===== src/cpu_pkg.sv =====
`default_nettype none

package cpu_pkg;

    typedef enum logic [1:0] {
        op_jump  = 2'b00,
        op_load  = 2'b01,
        op_store = 2'b10,
        op_add   = 2'b11
    } opcode_e;

    // instruction byte as it comes off the bus
    typedef struct packed {
        opcode_e    op;
        logic       sel_a;
        logic [4:0] addr;
    } inst_t;

    typedef struct packed {
        opcode_e    op;
        logic       sel_a;
        logic [5:0] target;
    } decoded_t;

    typedef struct packed {
        logic       valid;
        logic       we;
        logic [7:0] addr;
        logic [7:0] wdata;
    } mem_req_t;

    typedef struct packed {
        logic       valid;
        logic       sel_a;
        logic [7:0] value;
    } wb_t;

    // load and store offsets are added to this
    localparam logic [7:0] data_base = 8'hE0;

endpackage

`default_nettype wire


===== src/cpu_control.sv =====
`timescale 1ns/1ns
`default_nettype none

module cpu_control #(
    parameter logic [7:0] reset_vector = 8'h00
) (
    input  logic              clk,
    input  logic              rst,
    input  logic              fetch_ready,
    input  logic              decode_ready,
    input  logic              exec_ready,
    input  logic              wb_ready,
    input  logic [7:0]        inst,
    input  cpu_pkg::decoded_t decoded,
    output logic              fetch_en,
    output logic              decode_en,
    output logic              exec_en,
    output logic              wb_en,
    output logic [7:0]        pc,
    output logic [7:0]        decode_inst,
    output cpu_pkg::decoded_t exec_cmd
);

    typedef enum logic [2:0] {
        s_fetch,
        s_decode,
        s_dispatch,
        s_execute,
        s_writeback
    } state_e;

    state_e state;
    logic   fetch_done;
    logic   decode_done;

    assign fetch_done  = (state == s_fetch) && fetch_en && fetch_ready;
    assign decode_done = (state == s_decode) && decode_ready;

    // one en is handed to the next on the same edge
    always_ff @(posedge clk) begin
        if (!rst) begin
            state     <= s_fetch;
            pc        <= reset_vector;
            fetch_en  <= 1'b0;
            decode_en <= 1'b0;
            exec_en   <= 1'b0;
            wb_en     <= 1'b0;
        end else begin
            case (state)
                s_fetch: begin
                    if (fetch_done) begin
                        fetch_en  <= 1'b0;
                        decode_en <= 1'b1;
                        pc        <= pc + 8'd1;
                        state     <= s_decode;
                    end else begin
                        fetch_en <= 1'b1;
                    end
                end
                s_decode: begin
                    if (decode_done) begin
                        decode_en <= 1'b0;
                        state     <= s_dispatch;
                    end
                end
                s_dispatch: begin
                    // jumps never reach execute
                    if (exec_cmd.op == cpu_pkg::op_jump) begin
                        pc       <= {2'b00, exec_cmd.target};
                        fetch_en <= 1'b1;
                        state    <= s_fetch;
                    end else begin
                        exec_en <= 1'b1;
                        state   <= s_execute;
                    end
                end
                s_execute: begin
                    if (exec_ready) begin
                        exec_en <= 1'b0;
                        wb_en   <= 1'b1;
                        state   <= s_writeback;
                    end
                end
                s_writeback: begin
                    if (wb_ready) begin
                        wb_en    <= 1'b0;
                        fetch_en <= 1'b1;
                        state    <= s_fetch;
                    end
                end
                default: state <= s_fetch;
            endcase
        end
    end

    always_ff @(posedge clk) begin
        if (fetch_done) begin
            decode_inst <= inst;
        end
        if (decode_done) begin
            exec_cmd <= decoded;
        end
    end

    single_stage: assert property (@(posedge clk) disable iff (!rst)
        $onehot0({fetch_en, decode_en, exec_en, wb_en}));

endmodule

`default_nettype wire


===== src/decode_unit.sv =====
`timescale 1ns/1ns
`default_nettype none

module decode_unit (
    input  logic              clk,
    input  logic              rst,
    input  logic              en,
    input  logic [7:0]        inst,
    output cpu_pkg::decoded_t decoded,
    output logic              ready
);

    cpu_pkg::inst_t fields;

    assign fields = cpu_pkg::inst_t'(inst);

    always_ff @(posedge clk) begin
        if (!rst) begin
            ready <= 1'b0;
        end else begin
            ready <= en;
        end
    end

    // jump target borrows the select bit as its msb
    always_ff @(posedge clk) begin
        if (en && !ready) begin
            decoded.op     <= fields.op;
            decoded.sel_a  <= fields.sel_a;
            decoded.target <= {fields.sel_a, fields.addr};
        end
    end

endmodule

`default_nettype wire


===== src/eightbit_cpu.sv =====
`timescale 1ns/1ns
`default_nettype none

module eightbit_cpu #(
    parameter logic [7:0] reset_vector = 8'h00
) (
    input  logic              clk,
    input  logic              rst,
    input  logic              mem_ready,
    input  logic [7:0]        rdata,
    output cpu_pkg::mem_req_t bus_req
);

    logic              fetch_en;
    logic              fetch_ready;
    logic              decode_en;
    logic              decode_ready;
    logic              exec_en;
    logic              exec_ready;
    logic              wb_en;
    logic              wb_ready;
    logic [7:0]        pc;
    logic [7:0]        fetch_inst;
    logic [7:0]        decode_inst;
    logic [7:0]        reg_a;
    logic [7:0]        reg_b;
    cpu_pkg::decoded_t decoded;
    cpu_pkg::decoded_t exec_cmd;
    cpu_pkg::mem_req_t fetch_req;
    cpu_pkg::mem_req_t exec_req;
    cpu_pkg::wb_t      exec_result;
    logic              fetch_mem_ready;
    logic              exec_mem_ready;

    cpu_control #(
        .reset_vector(reset_vector)
    ) u_control (
        .clk         (clk),
        .rst         (rst),
        .fetch_ready (fetch_ready),
        .decode_ready(decode_ready),
        .exec_ready  (exec_ready),
        .wb_ready    (wb_ready),
        .inst        (fetch_inst),
        .decoded     (decoded),
        .fetch_en    (fetch_en),
        .decode_en   (decode_en),
        .exec_en     (exec_en),
        .wb_en       (wb_en),
        .pc          (pc),
        .decode_inst (decode_inst),
        .exec_cmd    (exec_cmd)
    );

    fetch_unit u_fetch (
        .clk      (clk),
        .rst      (rst),
        .en       (fetch_en),
        .pc       (pc),
        .mem_ready(fetch_mem_ready),
        .rdata    (rdata),
        .req      (fetch_req),
        .inst     (fetch_inst),
        .ready    (fetch_ready)
    );

    decode_unit u_decode (
        .clk    (clk),
        .rst    (rst),
        .en     (decode_en),
        .inst   (decode_inst),
        .decoded(decoded),
        .ready  (decode_ready)
    );

    exec_unit u_exec (
        .clk      (clk),
        .rst      (rst),
        .en       (exec_en),
        .cmd      (exec_cmd),
        .a        (reg_a),
        .b        (reg_b),
        .mem_ready(exec_mem_ready),
        .rdata    (rdata),
        .req      (exec_req),
        .result   (exec_result),
        .ready    (exec_ready)
    );

    writeback_unit u_writeback (
        .clk   (clk),
        .rst   (rst),
        .en    (wb_en),
        .result(exec_result),
        .a     (reg_a),
        .b     (reg_b),
        .ready (wb_ready)
    );

    mem_arbiter u_arbiter (
        .clk        (clk),
        .rst        (rst),
        .fetch_req  (fetch_req),
        .exec_req   (exec_req),
        .mem_ready  (mem_ready),
        .fetch_ready(fetch_mem_ready),
        .exec_ready (exec_mem_ready),
        .bus_req    (bus_req)
    );

endmodule

`default_nettype wire


===== src/exec_unit.sv =====
`timescale 1ns/1ns
`default_nettype none

module exec_unit (
    input  logic              clk,
    input  logic              rst,
    input  logic              en,
    input  cpu_pkg::decoded_t cmd,
    input  logic [7:0]        a,
    input  logic [7:0]        b,
    input  logic              mem_ready,
    input  logic [7:0]        rdata,
    output cpu_pkg::mem_req_t req,
    output cpu_pkg::wb_t      result,
    output logic              ready
);

    logic       is_mem;
    logic       is_add;
    logic [7:0] sel_val;

    assign is_mem  = (cmd.op == cpu_pkg::op_load) || (cmd.op == cpu_pkg::op_store);
    assign is_add  = (cmd.op == cpu_pkg::op_add);
    assign sel_val = cmd.sel_a ? a : b;

    assign req.valid = en && !ready && is_mem;
    assign req.we    = (cmd.op == cpu_pkg::op_store);
    assign req.addr  = cpu_pkg::data_base + {3'b000, cmd.target[4:0]};
    assign req.wdata = sel_val;

    always_ff @(posedge clk) begin
        if (!rst) begin
            ready <= 1'b0;
        end else if (!en) begin
            ready <= 1'b0;
        end else if (!ready) begin
            // add needs one cycle, memory ops wait for the strobe
            if (is_add || (is_mem && mem_ready)) begin
                ready <= 1'b1;
            end
        end
    end

    always_ff @(posedge clk) begin
        if (en && !ready) begin
            if (is_add) begin
                result.valid <= 1'b1;
                result.sel_a <= cmd.sel_a;
                result.value <= a + b;
            end else if (is_mem && mem_ready) begin
                // a store leaves the registers alone
                result.valid <= (cmd.op == cpu_pkg::op_load);
                result.sel_a <= cmd.sel_a;
                result.value <= req.we ? sel_val : rdata;
            end
        end
    end

    req_held: assert property (@(posedge clk) disable iff (!rst)
        req.valid && !mem_ready |=> req.valid && $stable(req));

endmodule

`default_nettype wire


===== src/fetch_unit.sv =====
`timescale 1ns/1ns
`default_nettype none

module fetch_unit (
    input  logic              clk,
    input  logic              rst,
    input  logic              en,
    input  logic [7:0]        pc,
    input  logic              mem_ready,
    input  logic [7:0]        rdata,
    output cpu_pkg::mem_req_t req,
    output logic [7:0]        inst,
    output logic              ready
);

    // read request stays up until the byte has been captured
    assign req.valid = en && !ready;
    assign req.we    = 1'b0;
    assign req.addr  = pc;
    assign req.wdata = 8'h00;

    always_ff @(posedge clk) begin
        if (!rst) begin
            ready <= 1'b0;
        end else if (!en) begin
            ready <= 1'b0;
        end else if (mem_ready) begin
            ready <= 1'b1;
        end
    end

    always_ff @(posedge clk) begin
        if (en && mem_ready) begin
            inst <= rdata;
        end
    end

endmodule

`default_nettype wire


===== src/mem_arbiter.sv =====
`timescale 1ns/1ns
`default_nettype none

module mem_arbiter (
    input  logic              clk,
    input  logic              rst,
    input  cpu_pkg::mem_req_t fetch_req,
    input  cpu_pkg::mem_req_t exec_req,
    input  logic              mem_ready,
    output logic              fetch_ready,
    output logic              exec_ready,
    output cpu_pkg::mem_req_t bus_req
);

    logic gnt_fetch;
    logic gnt_exec;

    // strobe goes back only to the unit that owns the bus
    assign fetch_ready = mem_ready && gnt_fetch;
    assign exec_ready  = mem_ready && gnt_exec;

    always_ff @(posedge clk) begin
        if (!rst) begin
            gnt_fetch     <= 1'b0;
            gnt_exec      <= 1'b0;
            bus_req.valid <= 1'b0;
            bus_req.we    <= 1'b0;
        end else if (gnt_fetch || gnt_exec) begin
            // grant is never preempted and ends with the strobe
            if (mem_ready) begin
                gnt_fetch     <= 1'b0;
                gnt_exec      <= 1'b0;
                bus_req.valid <= 1'b0;
                bus_req.we    <= 1'b0;
            end
        end else if (exec_req.valid) begin
            gnt_exec <= 1'b1;
            bus_req  <= exec_req;
        end else if (fetch_req.valid) begin
            gnt_fetch <= 1'b1;
            bus_req   <= fetch_req;
        end
    end

    one_owner: assert property (@(posedge clk) disable iff (!rst)
        !(fetch_ready && exec_ready));

    // memory may only answer a request that is on the bus
    strobe_on_request: assert property (@(posedge clk) disable iff (!rst)
        mem_ready |-> bus_req.valid);

endmodule

`default_nettype wire


===== src/writeback_unit.sv =====
`timescale 1ns/1ns
`default_nettype none

module writeback_unit (
    input  logic         clk,
    input  logic         rst,
    input  logic         en,
    input  cpu_pkg::wb_t result,
    output logic [7:0]   a,
    output logic [7:0]   b,
    output logic         ready
);

    always_ff @(posedge clk) begin
        if (!rst) begin
            a     <= 8'h00;
            b     <= 8'h00;
            ready <= 1'b0;
        end else begin
            ready <= en;
            // write once, on the first cycle of en
            if (en && !ready && result.valid) begin
                if (result.sel_a) begin
                    a <= result.value;
                end else begin
                    b <= result.value;
                end
            end
        end
    end

endmodule

`default_nettype wire


===== config.mk =====
export PLATFORM = sky130hd
export DESIGN_NAME = eightbit_cpu
export DESIGN_NICKNAME = d
export VERILOG_FILES = /design/src/cpu_pkg.sv /design/src/cpu_control.sv /design/src/decode_unit.sv /design/src/eightbit_cpu.sv /design/src/exec_unit.sv /design/src/fetch_unit.sv /design/src/mem_arbiter.sv /design/src/writeback_unit.sv
export SDC_FILE = /design/constraint.sdc
export NUM_CORES = 1
export LEC_CHECK = 0
export ABC_AREA = 1
export BUFFER_PORTS_ARGS = -buffer_cell sky130_fd_sc_hd__buf_4
export CAP_MARGIN = 0
export CORE_MARGIN = 3
export CORE_UTILIZATION = 50
export CTS_CLUSTER_DIAMETER = 60
export CTS_CLUSTER_SIZE = 8
export DETAILED_ROUTE_END_ITERATION = 10
export HOLD_SLACK_MARGIN = 0.03
export PLACE_DENSITY = 0.7
export SETUP_SLACK_MARGIN = 0.02
export SYNTH_ARGS = -nofsm -noshare
export SYNTH_HDL_FRONTEND = slang
export SYNTH_SLANG_ARGS = --single-unit
export TNS_END_PERCENT = 30

===== constraint.sdc =====
create_clock -name clk -period 3.62 [get_ports clk]
set_clock_uncertainty 0.1 [all_clocks]
set_input_delay 0.362 -clock clk [delete_from_list [all_inputs] [get_ports clk]]
set_output_delay 0.362 -clock clk [all_outputs]
set_load 0.05 [all_outputs]

=== After elaboration in Yosys (flattened, before gate mapping) ===
Index checks and enable logic that the tools add are counted.

* Register bits: 99
* Bits in latches: 0
* Memory bits (writable): 0
* Memory bits (read-only): 0
* Bits of input ports: 11
* Output and inout bits: 18
* Word-level logic and storage cells: 134
* Memories kept: 0

* Add/subtract/negate cells: 3
* Multipliers: 0
* Divide/modulo/power cells: 0
* Order comparisons: 0
* Equal/unequal tests: 15
* Shifts and indexed selects: 0
* Multiplexer cells: 38
* Bitwise gates (word level): 2
* Reductions and logical operators: 47

{| class="wikitable"
|+ Operators with widths
! cell !! count
|-
| $mux W18 || 2
|-
| $mux W8 || 4
|-
| $reduce_and A3 Y1 || 7
|-
| $mux W1 || 17
|-
| $pmux W8 S2 || 1
|-
| $reduce_bool A2 Y1 || 8
|-
| $pmux W3 S5 || 1
|-
| $reduce_and A2 Y1 || 7
|-
| $logic_and A1 B1 Y1 || 13
|-
| $mux W3 || 4
|-
| $ne A2 B1 Y1 const B || 6
|-
| $mux W10 || 1
|-
| $mux W9 || 1
|-
| $add A8 B1 Y8 const B || 1
|-
| $add A8 B8 Y8 || 1
|-
| $add A6 B6 Y7 const A || 1
|-
| $eq A3 B2 Y1 const B || 2
|-
| $mux W2 || 3
|-
| $pmux W1 S2 || 3
|-
| $reduce_bool A3 Y1 || 2
|-
| $eq A2 B2 Y1 const B || 2
|-
| $logic_not A1 Y1 || 4
|-
| $ne A2 B2 Y1 const B || 2
|-
| $reduce_and A4 Y1 || 1
|-
| 8 further kinds || 11
|}

=== Logic depth before layout (Yosys ltp) ===
* Depth after elaboration: 6
* Gate-level depth with buffers: 9

=== Hierarchy ===
A second synthesis with hierarchy kept.

* Cells, all modules: 586
* Area total of the unflattened synthesis: 4976.0 µm²

{| class="wikitable"
|+ Modules (own cells, without submodules)
! module !! times used !! cells each !! area each (µm²)
|-
| cpu_control || 1 || 161 || 1447.6
|-
| exec_unit || 1 || 155 || 1107.3
|-
| mem_arbiter || 1 || 104 || 930.9
|-
| writeback_unit || 1 || 118 || 787.0
|-
| fetch_unit || 1 || 34 || 417.9
|-
| decode_unit || 1 || 14 || 285.3
|}

=== Least setup slack after synthesis ===
OpenSTA, ideal clock, no wires.

* Kind: register to register
* Start: register, netlist name u_control.exec_cmd[7]
* End: register, netlist name u_arbiter.bus_req[0]
* Arrival time: 1.802 ns
* Path slack: 1.330 ns
* Cell stages (with the launch flop): 7
* Period minus slack after synthesis: 2.290 ns
* Path through: edfxtp_1 inv_1 ha_1 nand3_1 nor2_1 a21oi_1 nor2_1

* Cells in the longest elaborated chain, start to end: 5
* Elaborated cells on any way between the ends: 6

{| class="wikitable"
|+ Ends and longest elaborated chain
! what !! RTL line !! RTL
|-
| $eq A2 B1 Y1 / $eq A2 B2 Y1 (equally long branches) || exec_unit.sv:22 || <nowiki>assign is_mem = (cmd.op == cpu_pkg::op_load) || (cmd.op == cpu_pkg::op_store);</nowiki>
|-
| $logic_or A1 B1 Y1 * || exec_unit.sv:22 ||
|-
| $logic_and A1 B1 Y1 * || exec_unit.sv:26 || <nowiki>assign req.valid = en && !ready && is_mem;</nowiki>
|-
| $reduce_bool A2 Y1 (no source line) * || - ||
|-
| $reduce_and A3 Y1 (no source line) * || - ||
|}

Every way passes the cells marked *; elsewhere a longest branch is shown, timed or not.
A chain may end at the register's enable or synchronous reset.

=== Worst setup path after layout ===
* Start: register, netlist name u_control.exec_cmd[7]
* End: register, netlist name u_arbiter.bus_req[15]

* Cells in the longest elaborated chain, start to end: 5
* Elaborated cells on any way between the ends: 6

{| class="wikitable"
|+ Ends and longest elaborated chain
! what !! RTL line
|-
| $eq A2 B1 Y1 / $eq A2 B2 Y1 (equally long branches) || exec_unit.sv:22
|-
| $logic_or A1 B1 Y1 * || exec_unit.sv:22
|-
| $logic_and A1 B1 Y1 * || exec_unit.sv:26
|-
| $reduce_bool A2 Y1 (no source line) * || -
|-
| $reduce_and A3 Y1 (no source line) * || -
|}

Marked as above.

==> metrics.txt <==
# TYPE chip_impl_metric gauge
chip_impl_metric{name="post-dp-hpwl",unit="um"} 6350
chip_impl_metric{name="peakVddDrop",unit="uV"} 176
chip_impl_metric{name="clkSlewWorstSetupHoldPaths",unit="ns"} 0.09
chip_impl_metric{name="die-width",unit="um"} 98.7
chip_impl_metric{name="detailed_place.area",unit="um2"} 4590
chip_impl_metric{name="finish.cell_count_without_fillers",unit=""} 598
chip_impl_metric{name="placement.setup.worst_slack",unit="ns"} 1.37
chip_impl_metric{name="synth-edff-count",unit=""} 58
chip_impl_metric{name="clock-sinks",unit=""} 97
chip_impl_metric{name="via_count_of_the_first_global_routing_pass",unit=""} 3032
chip_impl_info{name="worst_setup_path_startpoint",value="u_control.exec_cmd[7]"} 1
chip_impl_metric{name="via_count",unit=""} 3149
chip_impl_metric{name="core-area",unit="um2"} 8300
chip_impl_metric{name="layout.cell_area.non_filler",unit="um2"} 4760
chip_impl_metric{name="nFillCells",unit=""} 738
chip_impl_metric{name="final_layout_setup_total_negative_slack",unit="ns"} 0
chip_impl_metric{name="layout-drive-gt1-share",unit="%"} 12.8
chip_impl_metric{name="antenna_violating_nets_post_route",unit=""} 0
chip_impl_metric{name="timing.critical_path.slowest_cell_delay",unit="ns"} 0.42
chip_impl_metric{name="worst_ep_required_time",unit="ns"} 3.58
chip_impl_metric{name="holdBufCountCts",unit=""} 0
chip_impl_metric{name="yosys_cell_types",unit=""} 37
chip_impl_info{name="r2r_end",value="u_arbiter.bus_req[15]"} 1
chip_impl_metric{name="worst-path-buf-inv",unit=""} 2
chip_impl_metric{name="port_buffers",unit=""} 28
chip_impl_metric{name="reg2reg_slack",unit="ns"} 1.35
chip_impl_info{name="top_area_cells_in_the_synthesized_netlist",value="sky130_fd_sc_hd__edfxtp_1 41%, sky130_fd_sc_hd__dfxtp_1 18%, sky130_fd_sc_hd__nand2_1 9.2%"} 1
chip_impl_info{name="outcome",value="finished clean"} 1
chip_impl_metric{name="min_period_over_period",unit="%"} 62.6
chip_impl_metric{name="rows",unit=""} 33
chip_impl_metric{name="worstPathMaxFanout",unit=""} 11
chip_impl_metric{name="async_reset_ff_share",unit="%"} 0
chip_impl_info{name="cts_tree",value="yes"} 1
chip_impl_metric{name="post-route-drc-count",unit=""} 0
chip_impl_metric{name="power.share.combinational",unit="%"} 8.9
chip_impl_metric{name="synthesis.nets",unit=""} 483
chip_impl_metric{name="insertedDiodeCount",unit=""} 0
chip_impl_metric{name="timing.fmax",unit="GHz"} 0.441
chip_impl_metric{name="final_slew_viol_count",unit=""} 0
chip_impl_info{name="path_common_cell",value="sky130_fd_sc_hd__nor2_1"} 1
chip_impl_metric{name="total_power_after_layout",unit="mW"} 2.04
chip_impl_metric{name="first_iter_violations",unit=""} 146
chip_impl_metric{name="period_needed",unit="ns"} 2.27
chip_impl_metric{name="clock_insertion_delay_worst_skew",unit="ns"} 0.36
chip_impl_info{name="synth_largest_area_cell",value="sky130_fd_sc_hd__edfxtp_1"} 1
chip_impl_metric{name="synthesis.area",unit="um2"} 4300
chip_impl_metric{name="cellPowerDensity",unit="nW/um2"} 428
chip_impl_info{name="yosysMostFrequentCell",value="sky130_fd_sc_hd__nand2_1"} 1
chip_impl_metric{name="cts_resized",unit=""} 0
chip_impl_info{name="synth_commonest_cells",value="105 x sky130_fd_sc_hd__nand2_1, 58 x sky130_fd_sc_hd__edfxtp_1, 58 x sky130_fd_sc_hd__inv_1"} 1
chip_impl_metric{name="post_drt_via_cell_ratio",unit=""} 5.27
chip_impl_metric{name="initial_utilization",unit="%"} 51.8
chip_impl_info{name="max_stage_delay_cell_worst_path",value="sky130_fd_sc_hd__nor2_1"} 1
chip_impl_metric{name="die_height",unit="um"} 98.7
chip_impl_metric{name="critPathArrivalTime",unit="ns"} 2.23
chip_impl_metric{name="design.final.nets",unit=""} 512
chip_impl_metric{name="p_switching",unit="mW"} 0.534
chip_impl_info{name="rsz0062_at_grt",value="no"} 1
chip_impl_metric{name="syn-mean-instance-area",unit="um2"} 9.36
chip_impl_metric{name="layout.core_utilization",unit="%"} 57.4
chip_impl_metric{name="intPower",unit="mW"} 1.51
chip_impl_info{name="crit_path_end",value="u_arbiter.bus_req[15]"} 1
chip_impl_info{name="critical-path-top-delay-family",value="simple AND/OR/NAND/NOR gates"} 1
chip_impl_metric{name="die-area",unit="um2"} 9740
chip_impl_metric{name="netlist_instances",unit=""} 459
chip_impl_metric{name="drt_pass1_iterations",unit=""} 5
chip_impl_metric{name="grt_start_max_net_pins",unit=""} 25
chip_impl_metric{name="pwr-share-seq",unit="%"} 59.4
chip_impl_info{name="critical_path_cell_list",value="inv_1 -> ha_1 -> nand3_1 -> nor2_1 -> a21oi_1 -> nor2_1 -> buf_4"} 1
chip_impl_info{name="worst-setup-path-type",value="reg2reg"} 1
chip_impl_info{name="clock-root-buffer",value="sky130_fd_sc_hd__clkbuf_8"} 1
chip_impl_metric{name="grt-ovfl-total",unit=""} 0
chip_impl_metric{name="p_leak",unit="nW"} 1.98
chip_impl_metric{name="antenna_found_initial",unit=""} 0
chip_impl_info{name="reg2reg_from",value="u_control.exec_cmd[7]"} 1
chip_impl_metric{name="critical_path_cell_count",unit=""} 7
chip_impl_metric{name="yosysWarningCount",unit=""} 0
chip_impl_metric{name="first_pass_grt_wire_length",unit="um"} 14500
chip_impl_metric{name="syn2layout_area_growth",unit="%"} 10.9
chip_impl_metric{name="switching_fraction_of_total_power",unit="%"} 26.2
chip_impl_info{name="worst_setup_path_start_kind",value="register"} 1
chip_impl_metric{name="worst_r2r_path_depth",unit=""} 7
chip_impl_metric{name="setup-violations-final",unit=""} 0
chip_impl_metric{name="gp_congestion",unit=""} 0.840
chip_impl_info{name="ys_dominant_reg_cell",value="sky130_fd_sc_hd__edfxtp_1"} 1
chip_impl_metric{name="share_of_total_power_in_the_clock_network",unit="%"} 31.7
chip_impl_metric{name="placed_cell_count",unit=""} 582
chip_impl_metric{name="timing_worst_slew_pin_value",unit="ns"} 0.937
chip_impl_metric{name="count_of_final_hold_check_violations",unit=""} 0
chip_impl_metric{name="clock_tree.htree_level_count",unit=""} 3
chip_impl_metric{name="post-cts-setup-buffer-count",unit=""} 0
chip_impl_metric{name="relSlewSlack",unit="%"} 37.3
chip_impl_metric{name="wl",unit="um"} 8730
chip_impl_info{name="worst_hold_path_type",value="in2reg"} 1
chip_impl_metric{name="synth_top_area_share",unit="%"} 40.5
chip_impl_metric{name="finalWorstSetupSlack",unit="ns"} 1.35
chip_impl_metric{name="max_cap_violations",unit=""} 0
chip_impl_metric{name="worst_hold_slack",unit="ns"} 0.0946
chip_impl_metric{name="max-clock-path-buffers",unit=""} 2
chip_impl_info{name="critical_path.endpoint_type",value="register"} 1
chip_impl_metric{name="seq_area_frac_synth",unit="%"} 58.7
chip_impl_metric{name="cts_buffers",unit=""} 9
chip_impl_metric{name="boundaryPins",unit=""} 29
chip_impl_metric{name="globalRouteTotalUtil",unit="%"} 19.0
chip_impl_metric{name="yosys_register_bits",unit=""} 97
chip_impl_metric{name="wl_per_cell",unit="um"} 14.6
power by group through the flow:
stage | registers (mW) | clock network, mW | logic [mW]
global route | 1.22 | 0.699 | 0.201
finish | 1.21 | 0.647 | 0.182
global placement | 1.24 | 0 | 0.179
detailed placement | 1.24 | 0 | 0.183
floorplan | 1.28 | 0 | 0.0868
CTS | 1.21 | 0.655 | 0.183
final cells by class:
cell class              count  area, um2  share of cell area, %
clock inverters             7       52.6                   1.10
clock buffers               9        124                   2.60
multi-input cells         288       1470                   30.9
repair buffers             31        233                   4.88
inverters                  61        229                   4.81
well taps                 105        131                   2.76
flip-flops and latches     97       2520                   52.9
state kept, by name (all words and copies together), names as in the netlist, 3 cells and up:
register	count
u_control.state	3
u_arbiter.bus_req	18
u_exec.result	10
u_writeback.a	8
u_control.exec_cmd	8
u_control.pc	8
u_control.decode_inst	8
u_decode.decoded	8
u_writeback.b	8
u_fetch.inst	8
layout by cell type (no fill, tap or decap), drive strengths merged, types with 2 or more instances in the layout:
cell	n
a21oi	33
buf	31
clkbuf	9
clkinv	5
dfxtp	39
edfxtp	58
ha	12
inv	62
nand2	111
nand3	30
nand3b	2
nor2	43
o211ai	8
o21ai	36
or2	2
xnor2	2
metal layers:
layer / wire [um] / vias up / global-route usage (%)
met3: 493 / 9 / 3.68
met1: 3940 / 1476 / 25.4
met5: 0 / - / 0
met4: 111 / 0 / 7.04
met2: 4190 / 93 / 31.0
li1: - / 1571 / -
worst min-delay path by stage:
stage	startpoint	end	depth (start not counted)
finish	rdata[1]	u_fetch.inst[1]	1
global route	rdata[2]	u_fetch.inst[2]	1
CTS	rdata[7]	u_fetch.inst[7]	1
detailed placement	u_fetch.inst[1]	u_control.decode_inst[1]	0
global placement	u_control.decode_inst[3]	u_decode.decoded[3]	0
floorplan	u_fetch.inst[0]	u_control.decode_inst[0]	0
cells by family after synthesis:
kind of cell	after synthesis	share of synthesized area [%]
adders and majority gates	13	3.96
xor gates and xnor gates	3	0.612
and+or+nand+nor	191	19.3
buffers and inverters	74	7.02
AOI/OAI and AO/OA	81	10.4
DFF	97	58.7
Note: power is estimated with default switching activity, not from simulation.
